<file path="config.mk">
export PLATFORM = sky130hd
export DESIGN_NAME = line_transfer_flat
export DESIGN_NICKNAME = d
export VERILOG_FILES = /design/src/design/cache_pkg.sv /design/src/design/store_port_if.sv /design/src/design/xfer_if.sv /design/src/design/line_transfer.sv /design/src/flat_wrapper.sv
export SDC_FILE = /design/constraint.sdc
export NUM_CORES = 1
export LEC_CHECK = 0
export ABC_AREA = 1
export BUFFER_PORTS_ARGS = -buffer_cell sky130_fd_sc_hd__buf_2
export CELL_PAD_IN_SITES_DETAIL_PLACEMENT = 0
export CELL_PAD_IN_SITES_GLOBAL_PLACEMENT = 1
export CORE_AREA = 2 2 178 180
export DETAILED_ROUTE_END_ITERATION = 8
export DIE_AREA = 0 0 180 182
export GPL_ROUTABILITY_DRIVEN = 0
export PLACE_DENSITY_LB_ADDON = 0.1
export SETUP_SLACK_MARGIN = 0.3
export SLEW_MARGIN = 20
export SYNTH_ARGS = -nofsm -noshare
export SYNTH_HDL_FRONTEND = slang
export SYNTH_SLANG_ARGS = --single-unit
export TNS_END_PERCENT = 20
</file>
<file path="constraint.sdc">
create_clock -name CLK -period 3 [get_ports CLK]
set_clock_uncertainty 0.1 [all_clocks]
set_input_delay 0.15 -clock CLK [delete_from_list [all_inputs] [get_ports CLK]]
set_output_delay 0.15 -clock CLK [all_outputs]
set_load 0.05 [all_outputs]
</file>
<file path="src/design/cache_pkg.sv">
// cache package: word types, transfer and controller enums, geometry helpers
package cache_pkg;

    localparam int WORD_SIZE = 32;

    typedef logic [WORD_SIZE-1:0] word_t;     // data or address word
    typedef logic [3:0]           byte_en_t;  // bit n selects byte n

    typedef enum logic {
        FILL,
        EVICT
    } xfer_op_t;

    typedef enum logic [2:0] {
        CLEAR,
        LOOKUP,
        EVICT_WAIT,
        FILL_WAIT,
        FLUSH_SCAN,
        FLUSH_WAIT
    } ctrl_state_t;

    // index width, at least one bit so a single-set cache still has a port
    function automatic int set_bits(int cache_size, int block_size);
        int sets;
        sets = cache_size / ((WORD_SIZE / 8) * block_size);
        return (sets > 1) ? $clog2(sets) : 1;
    endfunction

    // word offset width inside a block, at least one bit
    function automatic int block_bits(int block_size);
        return (block_size > 1) ? $clog2(block_size) : 1;
    endfunction

    // whatever is left above byte, word and set fields
    function automatic int tag_bits(int cache_size, int block_size);
        int sets;
        sets = cache_size / ((WORD_SIZE / 8) * block_size);
        return WORD_SIZE - 2 - $clog2(block_size) - $clog2(sets);
    endfunction

endpackage

</file>
<file path="src/design/store_port_if.sv">
// line array access port: index, combinational frame read and masked frame write
`timescale 1ns/1ps

interface store_port_if import cache_pkg::*; #(
    parameter int CACHE_SIZE = 1024,
    parameter int BLOCK_SIZE = 4
) ();

    localparam int SB      = set_bits(CACHE_SIZE, BLOCK_SIZE);
    localparam int TB      = tag_bits(CACHE_SIZE, BLOCK_SIZE);
    localparam int FRAME_W = WORD_SIZE * BLOCK_SIZE + TB + 2;  // {valid, dirty, tag, data}

    logic [SB-1:0]         index;
    logic [FRAME_W-1:0]    rd_frame;
    logic [2:0]            wen;        // {valid, dirty, tag} field enables
    logic [FRAME_W-1:0]    wr_frame;
    logic [BLOCK_SIZE-1:0] word_mask;  // data words to write
    byte_en_t              byte_mask;  // bytes inside each selected word

    modport master (output index, wen, wr_frame, word_mask, byte_mask, input rd_frame);
    modport array  (input index, wen, wr_frame, word_mask, byte_mask, output rd_frame);

endinterface

</file>
<file path="src/design/xfer_if.sv">
// block transfer command link between controller and transfer engine
`timescale 1ns/1ps

interface xfer_if import cache_pkg::*; #(
    parameter int CACHE_SIZE = 1024,
    parameter int BLOCK_SIZE = 4
) ();

    localparam int SB = set_bits(CACHE_SIZE, BLOCK_SIZE);
    localparam int TB = tag_bits(CACHE_SIZE, BLOCK_SIZE);

    logic          req;  // four-phase with ack
    logic          ack;
    xfer_op_t      op;
    logic [SB-1:0] set;
    logic [TB-1:0] tag;  // fill tag, evict uses the stored one

    modport initiator (output req, op, set, tag, input ack);
    modport target    (input req, op, set, tag, output ack);

endinterface

</file>
<file path="src/design/line_transfer.sv">
// line transfer engine: fills or evicts one block over the memory port, a word per ack
`timescale 1ns/1ps

module line_transfer import cache_pkg::*; #(
    parameter int CACHE_SIZE = 1024,
    parameter int BLOCK_SIZE = 4
) (
    input  logic          CLK,
    input  logic          nRST,
    xfer_if.target        cmd,
    store_port_if.master  store,
    output logic          mem_ren,
    output logic          mem_wen,
    output word_t         mem_addr,
    output word_t         mem_wdata,
    input  word_t         mem_rdata,
    input  logic          mem_busy
);

    localparam int BB      = block_bits(BLOCK_SIZE);
    localparam int TB      = tag_bits(CACHE_SIZE, BLOCK_SIZE);
    localparam int DATA_W  = WORD_SIZE * BLOCK_SIZE;
    localparam int FRAME_W = DATA_W + TB + 2;
    localparam int SET_LSB = 2 + $clog2(BLOCK_SIZE);
    localparam int TAG_LSB = WORD_SIZE - TB;

    logic          active;    // words still moving
    logic          ack_q;
    logic [BB-1:0] word_cnt;
    logic          word_done; // memory took or gave a word this cycle
    logic          last_word;
    logic [TB-1:0] blk_tag;

    assign cmd.ack   = ack_q;
    assign word_done = active && !mem_busy;
    assign last_word = (word_cnt == BB'(BLOCK_SIZE - 1));

    // evict goes back to where the victim came from
    assign blk_tag = (cmd.op == EVICT) ? store.rd_frame[DATA_W +: TB] : cmd.tag;

    assign mem_ren   = active && (cmd.op == FILL);
    assign mem_wen   = active && (cmd.op == EVICT);
    assign mem_addr  = (word_t'(blk_tag) << TAG_LSB) | (word_t'(cmd.set) << SET_LSB)
                     | (word_t'(word_cnt) << 2);
    assign mem_wdata = store.rd_frame[word_cnt*WORD_SIZE +: WORD_SIZE];

    always_ff @(posedge CLK, negedge nRST) begin
        if (!nRST) begin
            active   <= 1'b0;
            ack_q    <= 1'b0;
            word_cnt <= '0;
        end else begin
            if (cmd.req && !active && !ack_q) begin  // start cycle
                active   <= 1'b1;
                word_cnt <= '0;
            end else if (word_done) begin
                if (last_word) begin
                    active   <= 1'b0;
                    ack_q    <= 1'b1;
                    word_cnt <= '0;
                end else begin
                    word_cnt <= word_cnt + 1'b1;
                end
            end else if (ack_q && !cmd.req) begin
                ack_q <= 1'b0;  // handshake closed
            end
        end
    end

    // array side, port b
    always_comb begin
        store.index     = cmd.set;
        store.wen       = 3'b000;
        store.word_mask = '0;
        store.byte_mask = '1;
        store.wr_frame  = '0;
        store.wr_frame[0 +: DATA_W]  = {BLOCK_SIZE{mem_rdata}};
        store.wr_frame[DATA_W +: TB] = cmd.tag;
        store.wr_frame[FRAME_W-1]    = (cmd.op == FILL);  // valid after fill, cleared after evict

        if (word_done && cmd.op == FILL)
            store.word_mask[word_cnt] = 1'b1;
        if (word_done && last_word)
            store.wen = (cmd.op == FILL) ? 3'b111 : 3'b110;  // dirty always cleared
    end

endmodule

</file>
<file path="src/flat_wrapper.sv">
// flat-port wrapper written by rule: the top's interface ports become plain ports
module line_transfer_flat import cache_pkg::*;
#(
    parameter int CACHE_SIZE = 1024,
    parameter int BLOCK_SIZE = 4
)
  (CLK, nRST, mem_ren, mem_wen, mem_addr, mem_wdata, mem_rdata, mem_busy, cmd_req, cmd_op, cmd_set, cmd_tag, cmd_ack, store_index, store_wen, store_wr_frame, store_word_mask, store_byte_mask, store_rd_frame);
  xfer_if #(.CACHE_SIZE(CACHE_SIZE), .BLOCK_SIZE(BLOCK_SIZE)) cmd_i ();
  store_port_if #(.CACHE_SIZE(CACHE_SIZE), .BLOCK_SIZE(BLOCK_SIZE)) store_i ();
  input  logic CLK;
  input  logic nRST;
  output logic mem_ren;
  output logic mem_wen;
  output word_t mem_addr;
  output word_t mem_wdata;
  input  word_t mem_rdata;
  input  logic mem_busy;
  input wire logic [$bits(cmd_i.req)-1:0] cmd_req;
  input wire logic [$bits(cmd_i.op)-1:0] cmd_op;
  input wire logic [$bits(cmd_i.set)-1:0] cmd_set;
  input wire logic [$bits(cmd_i.tag)-1:0] cmd_tag;
  output wire logic [$bits(cmd_i.ack)-1:0] cmd_ack;
  output wire logic [$bits(store_i.index)-1:0] store_index;
  output wire logic [$bits(store_i.wen)-1:0] store_wen;
  output wire logic [$bits(store_i.wr_frame)-1:0] store_wr_frame;
  output wire logic [$bits(store_i.word_mask)-1:0] store_word_mask;
  output wire logic [$bits(store_i.byte_mask)-1:0] store_byte_mask;
  input wire logic [$bits(store_i.rd_frame)-1:0] store_rd_frame;
  assign cmd_i.req = cmd_req;
  assign cmd_i.op = cmd_op;
  assign cmd_i.set = cmd_set;
  assign cmd_i.tag = cmd_tag;
  assign cmd_ack = cmd_i.ack;
  assign store_index = store_i.index;
  assign store_wen = store_i.wen;
  assign store_wr_frame = store_i.wr_frame;
  assign store_word_mask = store_i.word_mask;
  assign store_byte_mask = store_i.byte_mask;
  assign store_i.rd_frame = store_rd_frame;
  line_transfer #(.CACHE_SIZE(CACHE_SIZE), .BLOCK_SIZE(BLOCK_SIZE)) u_core (.CLK(CLK), .nRST(nRST), .cmd(cmd_i), .store(store_i), .mem_ren(mem_ren), .mem_wen(mem_wen), .mem_addr(mem_addr), .mem_wdata(mem_wdata), .mem_rdata(mem_rdata), .mem_busy(mem_busy));
endmodule
</file>
==> flow_metrics.tcl <==
set metrics [dict create \
    status "complete, no violations" \
    rsz0062_at_grt "false" \
    routed-via-count 3333 \
    fillCellCount 3775 \
    cts.sinks 4 \
    initialDrtViolationCount 86 \
    setup_viol 0 \
    combPwrFrac_pct 87.9 \
    synthCells 596 \
    dieArea_mm2 0.03276 \
    cts_tree "done" \
    critPathCaptureType "primary output" \
    cp_max_fo 44 \
    pwr-share-seq_pct 5.7 \
    setup.worst_path.start_class "register" \
    drcViolationCount 0 \
    grt_max_degree 59 \
    grt_usage_pct 8.165 \
    synth_area_leaders "buf_4 41%, nand2_1 31%, nand3_1 5.8%" \
    start_util_pct 10.38 \
    synth_top_area_share_pct 40.62 \
    syn_area_mm2 0.003216 \
    hold_slack_ns 0.1193 \
    die_w_um 180 \
    post-route-util_pct 12.06 \
    antenna_found_initial 3 \
    grt_first_pass_wirelength_um 20800 \
    die_h_um 182 \
    clkPwrFrac_pct 6.4 \
    dp.cells 1075 \
    cp.buffers_inverters 3 \
    io-pin-count 453 \
    layout_common_cells "268 x nand2_1, 265 x buf_2, 44 x inv_1" \
    tightest_slew_ns 0.7270 \
    cts_htree_levels 1 \
    multiInputGateArea_mm2 0.001496 \
    clk_pin_slew_ns 0.03 \
    period_minus_slack_ns 2.237 \
    num-nets-final 900 \
    area_delta_synth_final_pct 16.23 \
    ant_nets 0 \
    layout_commonest_cell "nand2_1" \
    cts_inserted_buffers 3 \
    place_hpwl_um 11740 \
    cpLargestDelayFamily "buffers and inverters" \
    vias_per_cell 3.078 \
    hp-class "in -> reg" \
    finalMaxSlewViolations 0 \
    ys_types 16 \
    cts-root-buf "clkbuf_16" \
    hold_viol 0 \
    regArea_um2 105.1 \
    clk_latency_ns 0.22 \
    grt_overflow 0 \
    drive_gt1_share_pct 40.56 \
    avgSynthCellArea_um2 5.395 \
    finalPower_uw 3379 \
    first_pass_iters 4 \
    fin_crit_sh_pct 74.56 \
    yosys.area.top_type "buf_4" \
    switching_share_pct 71.78 \
    cp_slowest_cell "dfrtp_4" \
    peakVddDrop_mv 0.2904 \
    yosysSeqAreaShare_pct 3.113 \
    grt_pass1_vias 3425 \
    yosysWarnings 0 \
    synth-seq-cells 4 \
    power.density_mw_per_mm2 904.2 \
    core_mm2 0.03099 \
    max_cap_violations 0 \
    crit_required_ns 2.75 \
    io_buffer_count 265 \
    wl_um 14420 \
    worstSetupPathType "reg -> out" \
    relSlewSlack_pct 51.48 \
    fmax_mhz 447.1 \
    rows 65 \
    cpPeakStageDelay_ns 0.68 \
    arrival_ns 1.99 \
    wl_per_cell_um 13.31 \
    p_int_uw 953.4 \
    clockBufferDepth 2 \
    fin_tns_setup_ns 0 \
    crit_path_cell_trace "inv_4 -> ha_1 -> inv_1 -> nor2_1 -> buf_2" \
    p_switching_uw 2426 \
    fin_cells 1083 \
    power_leakage_uw 0.002368 \
]
## final cells by class
type | instances | area share, %
diodes | 3 | 0.2009
well taps | 402 | 13.46
clock buffers | 4 | 2.109
repair buffers | 269 | 36.69
multi-input cells | 355 | 40.04
inverters | 46 | 4.687
flip-flops and latches | 4 | 2.812
## registers in the layout, indices dropped and copies added, names as in the netlist
signal           cells
u_core.word_cnt      2
u_core.cmd.ack       1
u_core.active        1
## cells in the mapped netlist (all sizes together)
cell type and n:
nand4 1, inv 46, nand3 37, nor2 6, or2 32, nand2 268, conb 2, clkbuf 3
buf 193, ha 4, dfrtp 4
## through the flow
stage	area, um2	worst slack (ns)
floorplan	3234	0.7200
global placement	3641	0.8714
detailed placement	3641	0.8776
CTS	3730	0.6354
global route	3737	0.5297
finish	3737	0.7633
## power by group through the flow
stage	logic [uW]	clock network, uW	registers, uW
after detailed placement	3060	0	205
after global routing	3250	226	212
after floorplan	2850	0	159
after CTS	3070	218	204
after global placement	3100	0	205
final	2970	215	193
## path summary, 6_finish.rpt
check,startpoint,to,slack [ns],cells after the start
min in group asynchronous,nRST,u_core.word_cnt[0],0.17,2
max in group asynchronous,nRST,u_core.word_cnt[0],2.49,2
min,cmd_req,u_core.cmd.ack,0.12,5
max,u_core.word_cnt[0],store_word_mask[0],0.76,5
max reg2reg,u_core.word_cnt[0],u_core.word_cnt[1],1.16,4
min reg2reg,u_core.cmd.ack,u_core.cmd.ack,0.49,4
## layer usage
layer  wire length (um)  up-vias  GRT usage, %
li1                   -     1743             -
met1               5454     1424         8.917
met2               7554      109         15.28
met3                874       57         1.364
met4                533        0         3.870
met5                  0        -             0
## cell families after synthesis
| family | share of synthesized area [%] |
|---|---|
| simple gates | 44.16 |
| buf+inv | 50.93 |
| fa+ha+maj | 1.556 |
| flops | 3.113 |
| other cells | 0.2336 |
## worst min-delay path, cell delays in order
cell	delay (ns)
buf_2	0.09
inv_1	0.03
nand2_1	0.05
nand2_1	0.05
inv_1	0.04
## timing repair
action / 4_1_cts / 5_1_grt
gates resized for setup: 0 / 0
setup buffers: 0 / 0
hold buffers: 1 / 0
hold endpoints to repair: 4 / 0
No activity file was read; power rests on OpenSTA's default activity.
