## config.mk

```make
export PLATFORM = sky130hd
export DESIGN_NAME = cache_ctrl_flat
export DESIGN_NICKNAME = d
export VERILOG_FILES = /design/src/design/cache_pkg.sv /design/src/design/store_port_if.sv /design/src/design/xfer_if.sv /design/src/design/cache_ctrl.sv /design/src/flat_wrapper.sv
export SDC_FILE = /design/constraint.sdc
export NUM_CORES = 1
export LEC_CHECK = 0
export ABC_AREA = 1
export BUFFER_PORTS_ARGS = -buffer_cell sky130_fd_sc_hd__buf_2
export CAP_MARGIN = 20
export CORE_AREA = 5 5 177 179
export DETAILED_ROUTE_END_ITERATION = 10
export DIE_AREA = 0 0 182 184
export GPL_ROUTABILITY_DRIVEN = 0
export SLEW_MARGIN = 20
export SYNTH_ARGS = -nofsm -noshare
export SYNTH_HDL_FRONTEND = slang
export SYNTH_SLANG_ARGS = --single-unit
```

## constraint.sdc

```tcl
create_clock -name CLK -period 1.8 [get_ports CLK]
set_input_delay 0.18 -clock CLK [delete_from_list [all_inputs] [get_ports CLK]]
set_output_delay 0.18 -clock CLK [all_outputs]
set_load 0.02 [all_outputs]
```

## src/design/cache_pkg.sv

```systemverilog
// cache package: word types, transfer and controller enums, geometry helpers
package cache_pkg;

    localparam int WORD_SIZE = 32;

    typedef logic [WORD_SIZE-1:0] word_t;     // data or address word
    typedef logic [3:0]           byte_en_t;  // bit n selects byte n

    typedef enum logic {
        FILL,
        EVICT
    } xfer_op_t;

    typedef enum logic [2:0] {
        CLEAR,
        LOOKUP,
        EVICT_WAIT,
        FILL_WAIT,
        FLUSH_SCAN,
        FLUSH_WAIT
    } ctrl_state_t;

    // index width, at least one bit so a single-set cache still has a port
    function automatic int set_bits(int cache_size, int block_size);
        int sets;
        sets = cache_size / ((WORD_SIZE / 8) * block_size);
        return (sets > 1) ? $clog2(sets) : 1;
    endfunction

    // word offset width inside a block, at least one bit
    function automatic int block_bits(int block_size);
        return (block_size > 1) ? $clog2(block_size) : 1;
    endfunction

    // whatever is left above byte, word and set fields
    function automatic int tag_bits(int cache_size, int block_size);
        int sets;
        sets = cache_size / ((WORD_SIZE / 8) * block_size);
        return WORD_SIZE - 2 - $clog2(block_size) - $clog2(sets);
    endfunction

endpackage

```

## src/design/store_port_if.sv

```systemverilog
// line array access port: index, combinational frame read and masked frame write
`timescale 1ns/1ps

interface store_port_if import cache_pkg::*; #(
    parameter int CACHE_SIZE = 1024,
    parameter int BLOCK_SIZE = 4
) ();

    localparam int SB      = set_bits(CACHE_SIZE, BLOCK_SIZE);
    localparam int TB      = tag_bits(CACHE_SIZE, BLOCK_SIZE);
    localparam int FRAME_W = WORD_SIZE * BLOCK_SIZE + TB + 2;  // {valid, dirty, tag, data}

    logic [SB-1:0]         index;
    logic [FRAME_W-1:0]    rd_frame;
    logic [2:0]            wen;        // {valid, dirty, tag} field enables
    logic [FRAME_W-1:0]    wr_frame;
    logic [BLOCK_SIZE-1:0] word_mask;  // data words to write
    byte_en_t              byte_mask;  // bytes inside each selected word

    modport master (output index, wen, wr_frame, word_mask, byte_mask, input rd_frame);
    modport array  (input index, wen, wr_frame, word_mask, byte_mask, output rd_frame);

endinterface

```

## src/design/xfer_if.sv

```systemverilog
// block transfer command link between controller and transfer engine
`timescale 1ns/1ps

interface xfer_if import cache_pkg::*; #(
    parameter int CACHE_SIZE = 1024,
    parameter int BLOCK_SIZE = 4
) ();

    localparam int SB = set_bits(CACHE_SIZE, BLOCK_SIZE);
    localparam int TB = tag_bits(CACHE_SIZE, BLOCK_SIZE);

    logic          req;  // four-phase with ack
    logic          ack;
    xfer_op_t      op;
    logic [SB-1:0] set;
    logic [TB-1:0] tag;  // fill tag, evict uses the stored one

    modport initiator (output req, op, set, tag, input ack);
    modport target    (input req, op, set, tag, output ack);

endinterface

```

## src/design/cache_ctrl.sv

```systemverilog
// cache controller FSM: clear, lookup, hit service, miss dispatch and flush walk
`timescale 1ns/1ps

module cache_ctrl import cache_pkg::*; #(
    parameter int CACHE_SIZE = 1024,
    parameter int BLOCK_SIZE = 4
) (
    input  logic         CLK,
    input  logic         nRST,
    input  logic         flush,
    output logic         flush_done,
    input  logic         proc_ren,
    input  logic         proc_wen,
    input  word_t        proc_addr,
    input  byte_en_t     proc_byte_en,
    input  word_t        proc_wdata,
    output word_t        proc_rdata,
    output logic         proc_busy,
    store_port_if.master store,
    xfer_if.initiator    xfer
);

    localparam int N_SETS  = CACHE_SIZE / ((WORD_SIZE / 8) * BLOCK_SIZE);
    localparam int SB      = set_bits(CACHE_SIZE, BLOCK_SIZE);
    localparam int BB      = block_bits(BLOCK_SIZE);
    localparam int TB      = tag_bits(CACHE_SIZE, BLOCK_SIZE);
    localparam int DATA_W  = WORD_SIZE * BLOCK_SIZE;
    localparam int FRAME_W = DATA_W + TB + 2;
    localparam int SET_LSB = 2 + $clog2(BLOCK_SIZE);
    localparam int TAG_LSB = WORD_SIZE - TB;

    ctrl_state_t   state, next_state;
    logic [SB-1:0] scan_cnt;     // set walker for clear and flush
    logic          scan_step;
    logic          last_set;
    logic          flush_pend;

    logic [TB-1:0] req_tag;
    logic [SB-1:0] req_set;
    logic [BB-1:0] req_word;
    logic          access, hit, line_valid, line_dirty;

    // address decode, masks cover single-word blocks and single-set caches
    assign req_tag  = proc_addr[TAG_LSB +: TB];
    assign req_set  = proc_addr[SET_LSB +: SB] & SB'(N_SETS - 1);
    assign req_word = proc_addr[2 +: BB] & BB'(BLOCK_SIZE - 1);

    assign access     = proc_ren || proc_wen;
    assign line_valid = store.rd_frame[FRAME_W-1];
    assign line_dirty = store.rd_frame[FRAME_W-2];
    assign hit        = line_valid && (store.rd_frame[DATA_W +: TB] == req_tag);
    assign last_set   = (scan_cnt == SB'(N_SETS - 1));
    assign proc_rdata = store.rd_frame[req_word*WORD_SIZE +: WORD_SIZE];

    always_ff @(posedge CLK, negedge nRST) begin
        if (!nRST) begin
            state      <= CLEAR;
            scan_cnt   <= '0;
            flush_pend <= 1'b0;
        end else begin
            state <= next_state;
            if (scan_step)
                scan_cnt <= last_set ? '0 : scan_cnt + 1'b1;
            if (state == FLUSH_SCAN)
                flush_pend <= 1'b0;
            else if (flush)
                flush_pend <= 1'b1;
        end
    end

    always_comb begin
        next_state      = state;
        proc_busy       = 1'b1;
        flush_done      = 1'b0;
        scan_step       = 1'b0;
        store.index     = req_set;
        store.wen       = 3'b000;
        store.wr_frame  = '0;        // valid and dirty low unless set below
        store.word_mask = '0;
        store.byte_mask = proc_byte_en;
        xfer.req        = 1'b0;
        xfer.op         = FILL;
        xfer.set        = req_set;
        xfer.tag        = req_tag;

        unique case (state)
            CLEAR: begin
                store.index = scan_cnt;
                store.wen   = 3'b110;  // drop valid and dirty
                scan_step   = 1'b1;
                if (last_set)
                    next_state = LOOKUP;
            end
            LOOKUP: begin
                proc_busy = !(access && hit);
                if (proc_wen && hit) begin
                    store.wen                     = 3'b010;
                    store.wr_frame[FRAME_W-2]     = 1'b1;
                    store.wr_frame[0 +: DATA_W]   = {BLOCK_SIZE{proc_wdata}};
                    store.word_mask[req_word]     = 1'b1;
                end
                if (flush_pend && !(access && hit))
                    next_state = FLUSH_SCAN;
                else if (access && !hit)
                    next_state = (line_valid && line_dirty) ? EVICT_WAIT : FILL_WAIT;
            end
            EVICT_WAIT: begin
                xfer.req = !xfer.ack;
                xfer.op  = EVICT;
                if (xfer.ack)
                    next_state = FILL_WAIT;
            end
            FILL_WAIT: begin
                xfer.req = !xfer.ack;
                if (xfer.ack)
                    next_state = LOOKUP;  // retried as a hit
            end
            FLUSH_SCAN: begin
                store.index = scan_cnt;
                if (line_valid && line_dirty) begin
                    next_state = FLUSH_WAIT;
                end else begin
                    store.wen = 3'b110;  // clean line, just invalidate
                    scan_step = 1'b1;
                    if (last_set) begin
                        flush_done = 1'b1;
                        next_state = LOOKUP;
                    end
                end
            end
            FLUSH_WAIT: begin
                xfer.req = !xfer.ack;
                xfer.op  = EVICT;
                xfer.set = scan_cnt;
                if (xfer.ack) begin
                    scan_step  = 1'b1;
                    flush_done = last_set;
                    next_state = last_set ? LOOKUP : FLUSH_SCAN;
                end
            end
            default: next_state = CLEAR;
        endcase
    end

endmodule

```

## src/flat_wrapper.sv

```systemverilog
// flat-port wrapper written by rule: the top's interface ports become plain ports
module cache_ctrl_flat import cache_pkg::*;
#(
    parameter int CACHE_SIZE = 1024,
    parameter int BLOCK_SIZE = 4
)
  (CLK, nRST, flush, flush_done, proc_ren, proc_wen, proc_addr, proc_byte_en, proc_wdata, proc_rdata, proc_busy, store_index, store_wen, store_wr_frame, store_word_mask, store_byte_mask, store_rd_frame, xfer_req, xfer_op, xfer_set, xfer_tag, xfer_ack);
  store_port_if #(.CACHE_SIZE(CACHE_SIZE), .BLOCK_SIZE(BLOCK_SIZE)) store_i ();
  xfer_if #(.CACHE_SIZE(CACHE_SIZE), .BLOCK_SIZE(BLOCK_SIZE)) xfer_i ();
  input  logic CLK;
  input  logic nRST;
  input  logic flush;
  output logic flush_done;
  input  logic proc_ren;
  input  logic proc_wen;
  input  word_t proc_addr;
  input  byte_en_t proc_byte_en;
  input  word_t proc_wdata;
  output word_t proc_rdata;
  output logic proc_busy;
  output wire logic [$bits(store_i.index)-1:0] store_index;
  output wire logic [$bits(store_i.wen)-1:0] store_wen;
  output wire logic [$bits(store_i.wr_frame)-1:0] store_wr_frame;
  output wire logic [$bits(store_i.word_mask)-1:0] store_word_mask;
  output wire logic [$bits(store_i.byte_mask)-1:0] store_byte_mask;
  input wire logic [$bits(store_i.rd_frame)-1:0] store_rd_frame;
  output wire logic [$bits(xfer_i.req)-1:0] xfer_req;
  output wire logic [$bits(xfer_i.op)-1:0] xfer_op;
  output wire logic [$bits(xfer_i.set)-1:0] xfer_set;
  output wire logic [$bits(xfer_i.tag)-1:0] xfer_tag;
  input wire logic [$bits(xfer_i.ack)-1:0] xfer_ack;
  assign store_index = store_i.index;
  assign store_wen = store_i.wen;
  assign store_wr_frame = store_i.wr_frame;
  assign store_word_mask = store_i.word_mask;
  assign store_byte_mask = store_i.byte_mask;
  assign store_i.rd_frame = store_rd_frame;
  assign xfer_req = xfer_i.req;
  assign xfer_op = xfer_i.op;
  assign xfer_set = xfer_i.set;
  assign xfer_tag = xfer_i.tag;
  assign xfer_i.ack = xfer_ack;
  cache_ctrl #(.CACHE_SIZE(CACHE_SIZE), .BLOCK_SIZE(BLOCK_SIZE)) u_core (.CLK(CLK), .nRST(nRST), .flush(flush), .flush_done(flush_done), .proc_ren(proc_ren), .proc_wen(proc_wen), .proc_addr(proc_addr), .proc_byte_en(proc_byte_en), .proc_wdata(proc_wdata), .proc_rdata(proc_rdata), .proc_busy(proc_busy), .store(store_i), .xfer(xfer_i));
endmodule
```

==> results by group, run 1 <==
Critical path
  – Worst setup SP type: input port
  – Largest delay contributor family on the critical path: simple AND/OR/NAND/NOR gates
  – Crit-path max cell delay: 0.24 ns
  – Critical-path cell list: buf_6 > nor2_2 > nor2_1 > nor2_2 > nand2_2 > nor2_4 > nand3_4 > nor3_4 > clkinv_4 > buf_12 > buf_12 > nor2_4 > buf_4
  – R2R setup slack: ~0.11 ns
  – Bufs and invs on worst path: 5
  – Worst EP required: 1.62 ns
  – CP Class: input port to output pin
  – Data arrival time at the worst-slack endpoint: 1.90 ns
  – Max FO, Critical Path: 11
  – Slowest cell on crit path: nor3_4
  – Worst setup EP type: output pin

STA
  – Final setup TNS: -27.86 ns
  – Final Cycle Share: 116%
  – Final Max Tran Viols: 0
  – Minimum clock period: 2.08 ns
  – PnR worst setup slack: -0.280 ns
  – Achievable frequency: between 0.4 and 0.5 GHz
  – Final setup fails: 133
  – Skew final: 0.00132 ns
  – RSZ-0062 raised after global routing: yes
  – Final hold slack: 0.188 ns
  – Final number of hold-violating endpoints: 0

Power and ir drop
  – Clk pwr share: between 10% and 20%
  – Pwr per Cell Area: 483 nW/um2
  – Sw Pwr: 1.72 mW
  – Pint: roughly 1.6 mW
  – Lkg Pwr: 3.76 nW
  – Switch share: around half
  – Combinational power share: approximately 75%
  – Fraction of power consumed by sequential logic: 12.9%
  – Tot Pwr: 3.33 mW
  – Max VDD drop: between 0.7 and 0.8 mV

Place
  – DP HPWL: 14800 um
  – Pre-CTS setup slack: -0.367 ns
  – Cell Count Post-Placement: 1311
  – Placement Cell Area: 5510 um2
  – # port buffers: 424

Logic synthesis
  – Mapped cell area: 3510 um2
  – Post-synthesis compound-gate area fraction: a little over a tenth
  – Post-Synth XOR/XNOR Area: 0.748%
  – Synthesized area per cell: 5.70 um2
  – Synth Flop Type: dfrtp_1
  – Simple-gate area share of the yosys netlist: roughly 36%
  – Ys async rst share: between 90% and 100%
  – Synthesized netlist cell count: a little over 600
  – Netlist cell types: 27
  – Adder-Cell Fraction of Synth Area: less than 1%
  – Number of synthesized flops with an enable pin: 0
  – Synth top area cells: buf_4, nand3_1, nand2_1
  – Mux contribution to synthesized area: 0%
  – Post-synth top area share: 31.2%
  – Register area share after synthesis: between 7 and 8%
  – Largest family of logic cells by synthesized area: buffers and inverters
  – Post-synthesis sequential element count: 10
  – Yosys warns: 0
  – Area leader, netlist: buf_4

Cells and area
  – Fillers: 3199
  – Fin util: 23.5%
  – Fin nets: ~1.2k
  – N_diodes: 0
  – Final std cell area, no fill: 6900 um2
  – Layout area overhead: 96.3%
  – Share of layout cells above drive strength 1: 60.8%
  – Final Instance Count excl. Fillers: 1335

GRT
  – Initial antenna violation count: 0
  – Grt total ovfl: 0
  – First-pass GRT wire length: 25100 um
  – Pin count of the biggest net entering global routing: 59
  – Vias in the first global route: between 4k and 5k
  – All-Layer GR Usage: 9.10%

Clocking
  – Root buffer cell: clkbuf_16
  – Later-pin clock latency in the skew report: 0.24 ns
  – Worst-path clk slew: 0.04 ns
  – TritonCTS clock tree: yes
  – CTS Sinks: 10
  – Clock buffer depth: 2
  – Htree depth: 1
  – Inserted Clock Buffers: 3

Detailed routing
  – Final ANT Viol Nets: 0
  – Drt total wl: 18700 um
  – Vias: 5077
  – Initial DRC Count: 243
  – Detailed-route DRC error count: 0
  – Vias per cell: around 3.8
  – DRT Pass-1 Iters: 5
  – Post-DR wirelength/cell: 14.0 um

Run
  – Max cap viols: 0

Status
  – Status: complete, but fails checks
  – Failing checks: negative setup slack

Floorplan
  – Total die area: 33500 um2
  – Height of the die: 184 um
  – Row count: 63
  – Initial Util: 11.9%
  – Die width: 182 um
  – Core Region: 29400 um2
  – I/O Pins: 459

Min path
  – Worst min path class: input port to flip-flop
## worst register-to-register path: stages (launching register included)
cell     delay, ns
dfrtp_1       0.38
inv_2         0.08
nand2_4       0.05
buf_4         0.14
nor2_4        0.18
buf_6         0.13
nand2_4       0.06
nand2_4       0.09
nand2_1       0.07
nor2_2        0.15
inv_1         0.05
o21ai_1       0.11
nand2_1       0.06
nor2_1        0.08
## synthesized netlist by cell type, types with 2 or more instances
cell and count:
a22oi_1 31, buf_4 146, nor2_1 39, buf_6 3, a21oi_1 7, clkbuf_1 18
buf_2 5, xor2_1 2, nor3_1 6, nor2_2 25, or2_2 3, nand2_1 98
o21ai_0 18, dfrtp_1 10, o21ai_1 4, nand4_1 2, nand3_1 101, inv_1 89
## timing repair
item | CTS | global route
cloned | 0 | 1
resized for setup | 198 | 158
setup buffers | 5 | 17
hold buffers | 1 | 0
hold endpoints to repair | 10 | 0
setup endpoints to repair | 141 | 148
pin swaps | 8 | 29
## cell type report
type | instances | area, um2 | share of cell area [%]
Clock buffer | 3 | 75.1 | 1.09
Inverter | 91 | 377 | 5.46
Multi-Input combinational cell | 366 | 2160 | 31.3
Sequential cell | 10 | 250 | 3.63
Tap cell | 390 | 488 | 7.08
Timing Repair Buffer | 475 | 3550 | 51.4
## registers in the layout, summed over array words and instances (netlist names)
name,flops
u_core.state,3
u_core.scan_cnt,6
u_core.flush_pend,1
## cell usage in the layout, fill, tap and decap left out, drive strengths merged
master       instances
buf                473
nand3              102
nand2               99
inv                 89
nor2                64
a22oi               31
conb                24
o21ai               22
dfrtp               10
a21oi                7
nor3                 7
clkbuf               4
or2                  3
nand4                2
xor2                 2
clkinv               2
xnor2                1
a211oi               1
ha                   1
dlygate4sd3          1
## power groups by stage
stage                     combinational [mW]  clock [mW]  sequential, mW
after CTS                               2.27       0.401           0.426
after floorplan                         1.38           0           0.404
after global routing                    2.74       0.409           0.447
after detailed placement                2.18           0           0.423
final                                   2.51       0.391           0.431
after global placement                  2.18           0           0.419
## path summary, 6_finish.rpt
| path | to | cells past startpoint | from |
|---|---|---|---|
| setup / recovery | store_wr_frame[45] | 13 | store_rd_frame[140] |
| hold / removal | u_core.flush_pend$_DFFE_PN0P_ | 3 | flush |
| setup reg to reg | u_core.scan_cnt[5]$_DFFE_PN0P_ | 13 | u_core.state[1]$_DFFE_PN0P_ |
| hold reg to reg | u_core.scan_cnt[4]$_DFFE_PN0P_ | 1 | u_core.scan_cnt[4]$_DFFE_PN0P_ |
| max in group asynchronous | u_core.scan_cnt[1]$_DFFE_PN0P_ | 2 | nRST |
| min in group asynchronous | u_core.state[2]$_DFFE_PN0P_ | 2 | nRST |
## routing by layer
| layer | routed length [um] | global-route usage (%) | up-vias |
|---|---|---|---|
| met4 | 322 | 2.34 | 0 |
| met3 | 1760 | 2.04 | 23 |
| met2 | 9600 | 16.1 | 310 |
| li1 | - | - | 2442 |
| met1 | 7000 | 11.2 | 2302 |
| met5 | 0 | 0 | - |
## logic make-up (layout without fill, tap and decap cells)
logic type,count (synthesis),after routing
adders and majority gates,1,1
other,1,24
and+or+nand+nor,277,277
buffers and inverters,263,569
DFF,10,10
xor gates and xnor gates,3,3
AOI/OAI and AO/OA,61,61
Note: power is estimated with default switching activity, not from simulation.
==> run 2: changes to the inputs <==
Clock period 1.8 ns to 2.4 ns, I/O delays scaled along.
==> results by group, run 2 (synthesis results as in run 1) <==
Power and ir drop
  – Pwr per Cell Area: 410 nW/um2 (-15%)
  – Max VDD drop: 0.746 mV (+5.1%)
  – Lkg Pwr: 3.38 nW (-9.9%)

Critical path
  – Crit. Startpoint: u_core.state[1]$_DFFE_PN0P_
  – Largest delay contributor family on the critical path: simple AND/OR/NAND/NOR gates
  – Critical Path End: store_wr_frame[7]
  – Worst setup EP type: output pin
  – Bufs and invs on worst path: 5 (unchanged)
  – Slowest cell on crit path: dfrtp_1
  – Max FO, Critical Path: 33 (+22)
  – Worst EP required: 2.16 ns (+0.54 ns)
  – Critical-path cell list: inv_1 > nand2_1 > nor2_2 > inv_2 > nor3_4 > inv_4 > buf_12 > nor2_2 > buf_2
  – Worst setup SP type: flip-flop
  – FF-to-FF End: u_core.state[2]$_DFFE_PN0P_
  – Crit-path max cell delay: 0.38 ns (+0.14 ns)
  – Instance count on the critical path: 9 (-4)
  – Reg2reg start: u_core.state[0]$_DFFE_PN0P_
  – Crit path top cell by count: nor2_2
  – R2R setup slack: 0.64 ns (+0.53 ns)
  – Data arrival time at the worst-slack endpoint: 2.00 ns (+0.10 ns)
  – CP Class: flip-flop to output pin
  – Reg2reg path depth: 9 (-4)

Detailed routing
  – Vias: 4852 (-4.4%)
  – DRT Pass-1 Iters: 5 (unchanged)
  – Detailed-route DRC error count: 0 (unchanged)
  – Post-DR wirelength/cell: 12.9 um (-8.1%)
  – Drt total wl: 16700 um (-11%)
  – Vias per cell: 3.74 (-1.7%)
  – Final ANT Viol Nets: 0 (unchanged)
  – Initial DRC Count: 215 (-12%)

STA
  – RSZ-0062 raised after global routing: no
  – Final Cycle Share: 93.2%
  – Final number of hold-violating endpoints: 0 (unchanged)
  – Final setup TNS: 0 ns (+27.86 ns)
  – Final Max Tran Viols: 0 (unchanged)
  – Final setup fails: 0 (-100%)
  – Minimum clock period: between 2 and 2.5 ns
  – Achievable frequency: 0.447 GHz
  – Skew final: 0.00107 ns (-0.000253 ns)

Clocking
  – Clock buffer depth: 2 (unchanged)
  – Root buffer cell: clkbuf_16
  – TritonCTS clock tree: yes
  – Htree depth: 1 (unchanged)
  – Inserted Clock Buffers: 3 (unchanged)
  – Later-pin clock latency in the skew report: 0.24 ns (about the same)
  – CTS Sinks: 10 (unchanged)
  – Worst-path clk slew: 0.04 ns (about the same)

GRT
  – Vias in the first global route: 4272 (-9.0%)
  – Initial antenna violation count: 0 (unchanged)
  – First-pass GRT wire length: 23100 um (-7.9%)
  – All-Layer GR Usage: 8.35% (-0.75 points)
  – Pin count of the biggest net entering global routing: 43 (-27%)
  – Grt total ovfl: 0 (unchanged)

Floorplan
  – Total die area: 33500 um2 (unchanged)
  – Initial Util: 11.9% (unchanged)
  – Die width: 182 um (unchanged)
  – Row count: 63 (unchanged)
  – Height of the die: 184 um (unchanged)
  – I/O Pins: 459 (unchanged)
  – Core Region: 29400 um2 (unchanged)

Cells and area
  – Final Instance Count excl. Fillers: 1298 (-2.8%)
  – Commonest non-fill, non-tap cells in the layout: buf_2, nand3_1, nand2_1
  – Share of layout cells above drive strength 1: 53.0% (-7.9 points)
  – Commonest non-fill, non-tap cell in the layout: buf_2
  – N_diodes: 0 (unchanged)
  – Layout area overhead: 48.2%
  – Max FFs per register: 6 (unchanged)
  – Fillers: 3377 (+5.6%)
  – Largest register by flop count: u_core.scan_cnt
  – Fin nets: 1137 (-3.2%)
  – Largest registers: u_core.scan_cnt: 6 flops, u_core.state: 3 flops, u_core.flush_pend: 1 flops

Place
  – Cell Count Post-Placement: 1293 (-1.4%)
  – DP HPWL: 14600 um (-2.0%)
  – # port buffers: 424 (unchanged)

Run
  – Max cap viols: 0 (unchanged)

Min path
  – Worst min path class: input port to flip-flop

Status
  – Status: finished, final reports clean
run 2: changes by cell type in the layout (fill, tap and decap cells not counted), sizes merged:
cell and delta:
buf -36, clkbuf -1, clkinv -1, inv +1
run 2: worst min-delay path by stage:
stage / startpoint / endpoint / depth (start not counted)
2_1_floorplan: nRST / u_core.flush_pend$_DFFE_PN0P_ / 0
3_3_place_gp: nRST / u_core.flush_pend$_DFFE_PN0P_ / 1
3_5_place_dp: nRST / u_core.flush_pend$_DFFE_PN0P_ / 1
4_1_cts: flush / u_core.flush_pend$_DFFE_PN0P_ / 3
5_1_grt: flush / u_core.flush_pend$_DFFE_PN0P_ / 3
6_report: flush / u_core.flush_pend$_DFFE_PN0P_ / 3
run 2: repair_timing:
| item | in CTS | in global routing |
|---|---|---|
| resized for setup | 4 | 5 |
| endpoints found under the setup margin | 16 | 54 |
| pin swaps | 0 | 2 |
| gates cloned | 0 | 0 |
| hold buffers | 1 | 0 |
| setup buffers | 0 | 1 |
| hold endpoints to repair | 10 | 0 |
run 2: where the power goes:
group / total, mW / internal, mW / switching (mW)
Sequential: 0.322 / 0.256 / 0.0663
Clock: 0.289 / 0.216 / 0.0736
Combinational: 1.52 / 0.528 / 0.993
Total: 2.13 / 0.999 / 1.13
run 2: per-stage QoR:
stage          total power, mW  worst slack [ns]  hold slack [ns]  area [um2]  utilization, %
2_1_floorplan             1.32             0.198          -0.0556        3600               -
3_3_place_gp              1.80             0.126            0.117        5090            17.3
3_5_place_dp              1.83             0.118            0.117        5090            17.3
4_1_cts                   2.14            0.0269            0.232        5190            17.6
5_1_grt                   2.31           0.00616            0.256        5210            17.7
6_report                  2.13             0.162            0.232        5210            17.7
run 2: cell type report:
type                            instances  area (um2)  area share, %
Multi-Input combinational cell        366        1800           34.7
Timing Repair Buffer                  438        2240           43.1
Inverter                               91         344           6.61
Sequential cell                        10         250           4.81
Tap cell                              390         488           9.37
Clock buffer                            3        75.1           1.44
run 2: worst register-to-register path, delay by kind of cell (launching register included):
| family | cells | cell delay [ns] |
|---|---|---|
| DFF | 1 | 0.41 |
| buffers and inverters | 2 | 0.29 |
| and+or+nand+nor | 4 | 0.62 |
| AOI/OAI and AO/OA | 3 | 0.37 |
run 2: layer usage:
metal / GRT usage [%] / wire length, um / up-vias
li1: - / - / 2360
met1: 11.4 / 6570 / 2197
met2: 14.6 / 8360 / 278
met3: 1.17 / 1630 / 17
met4: 0.811 / 128 / 0
met5: 0 / 0 / -
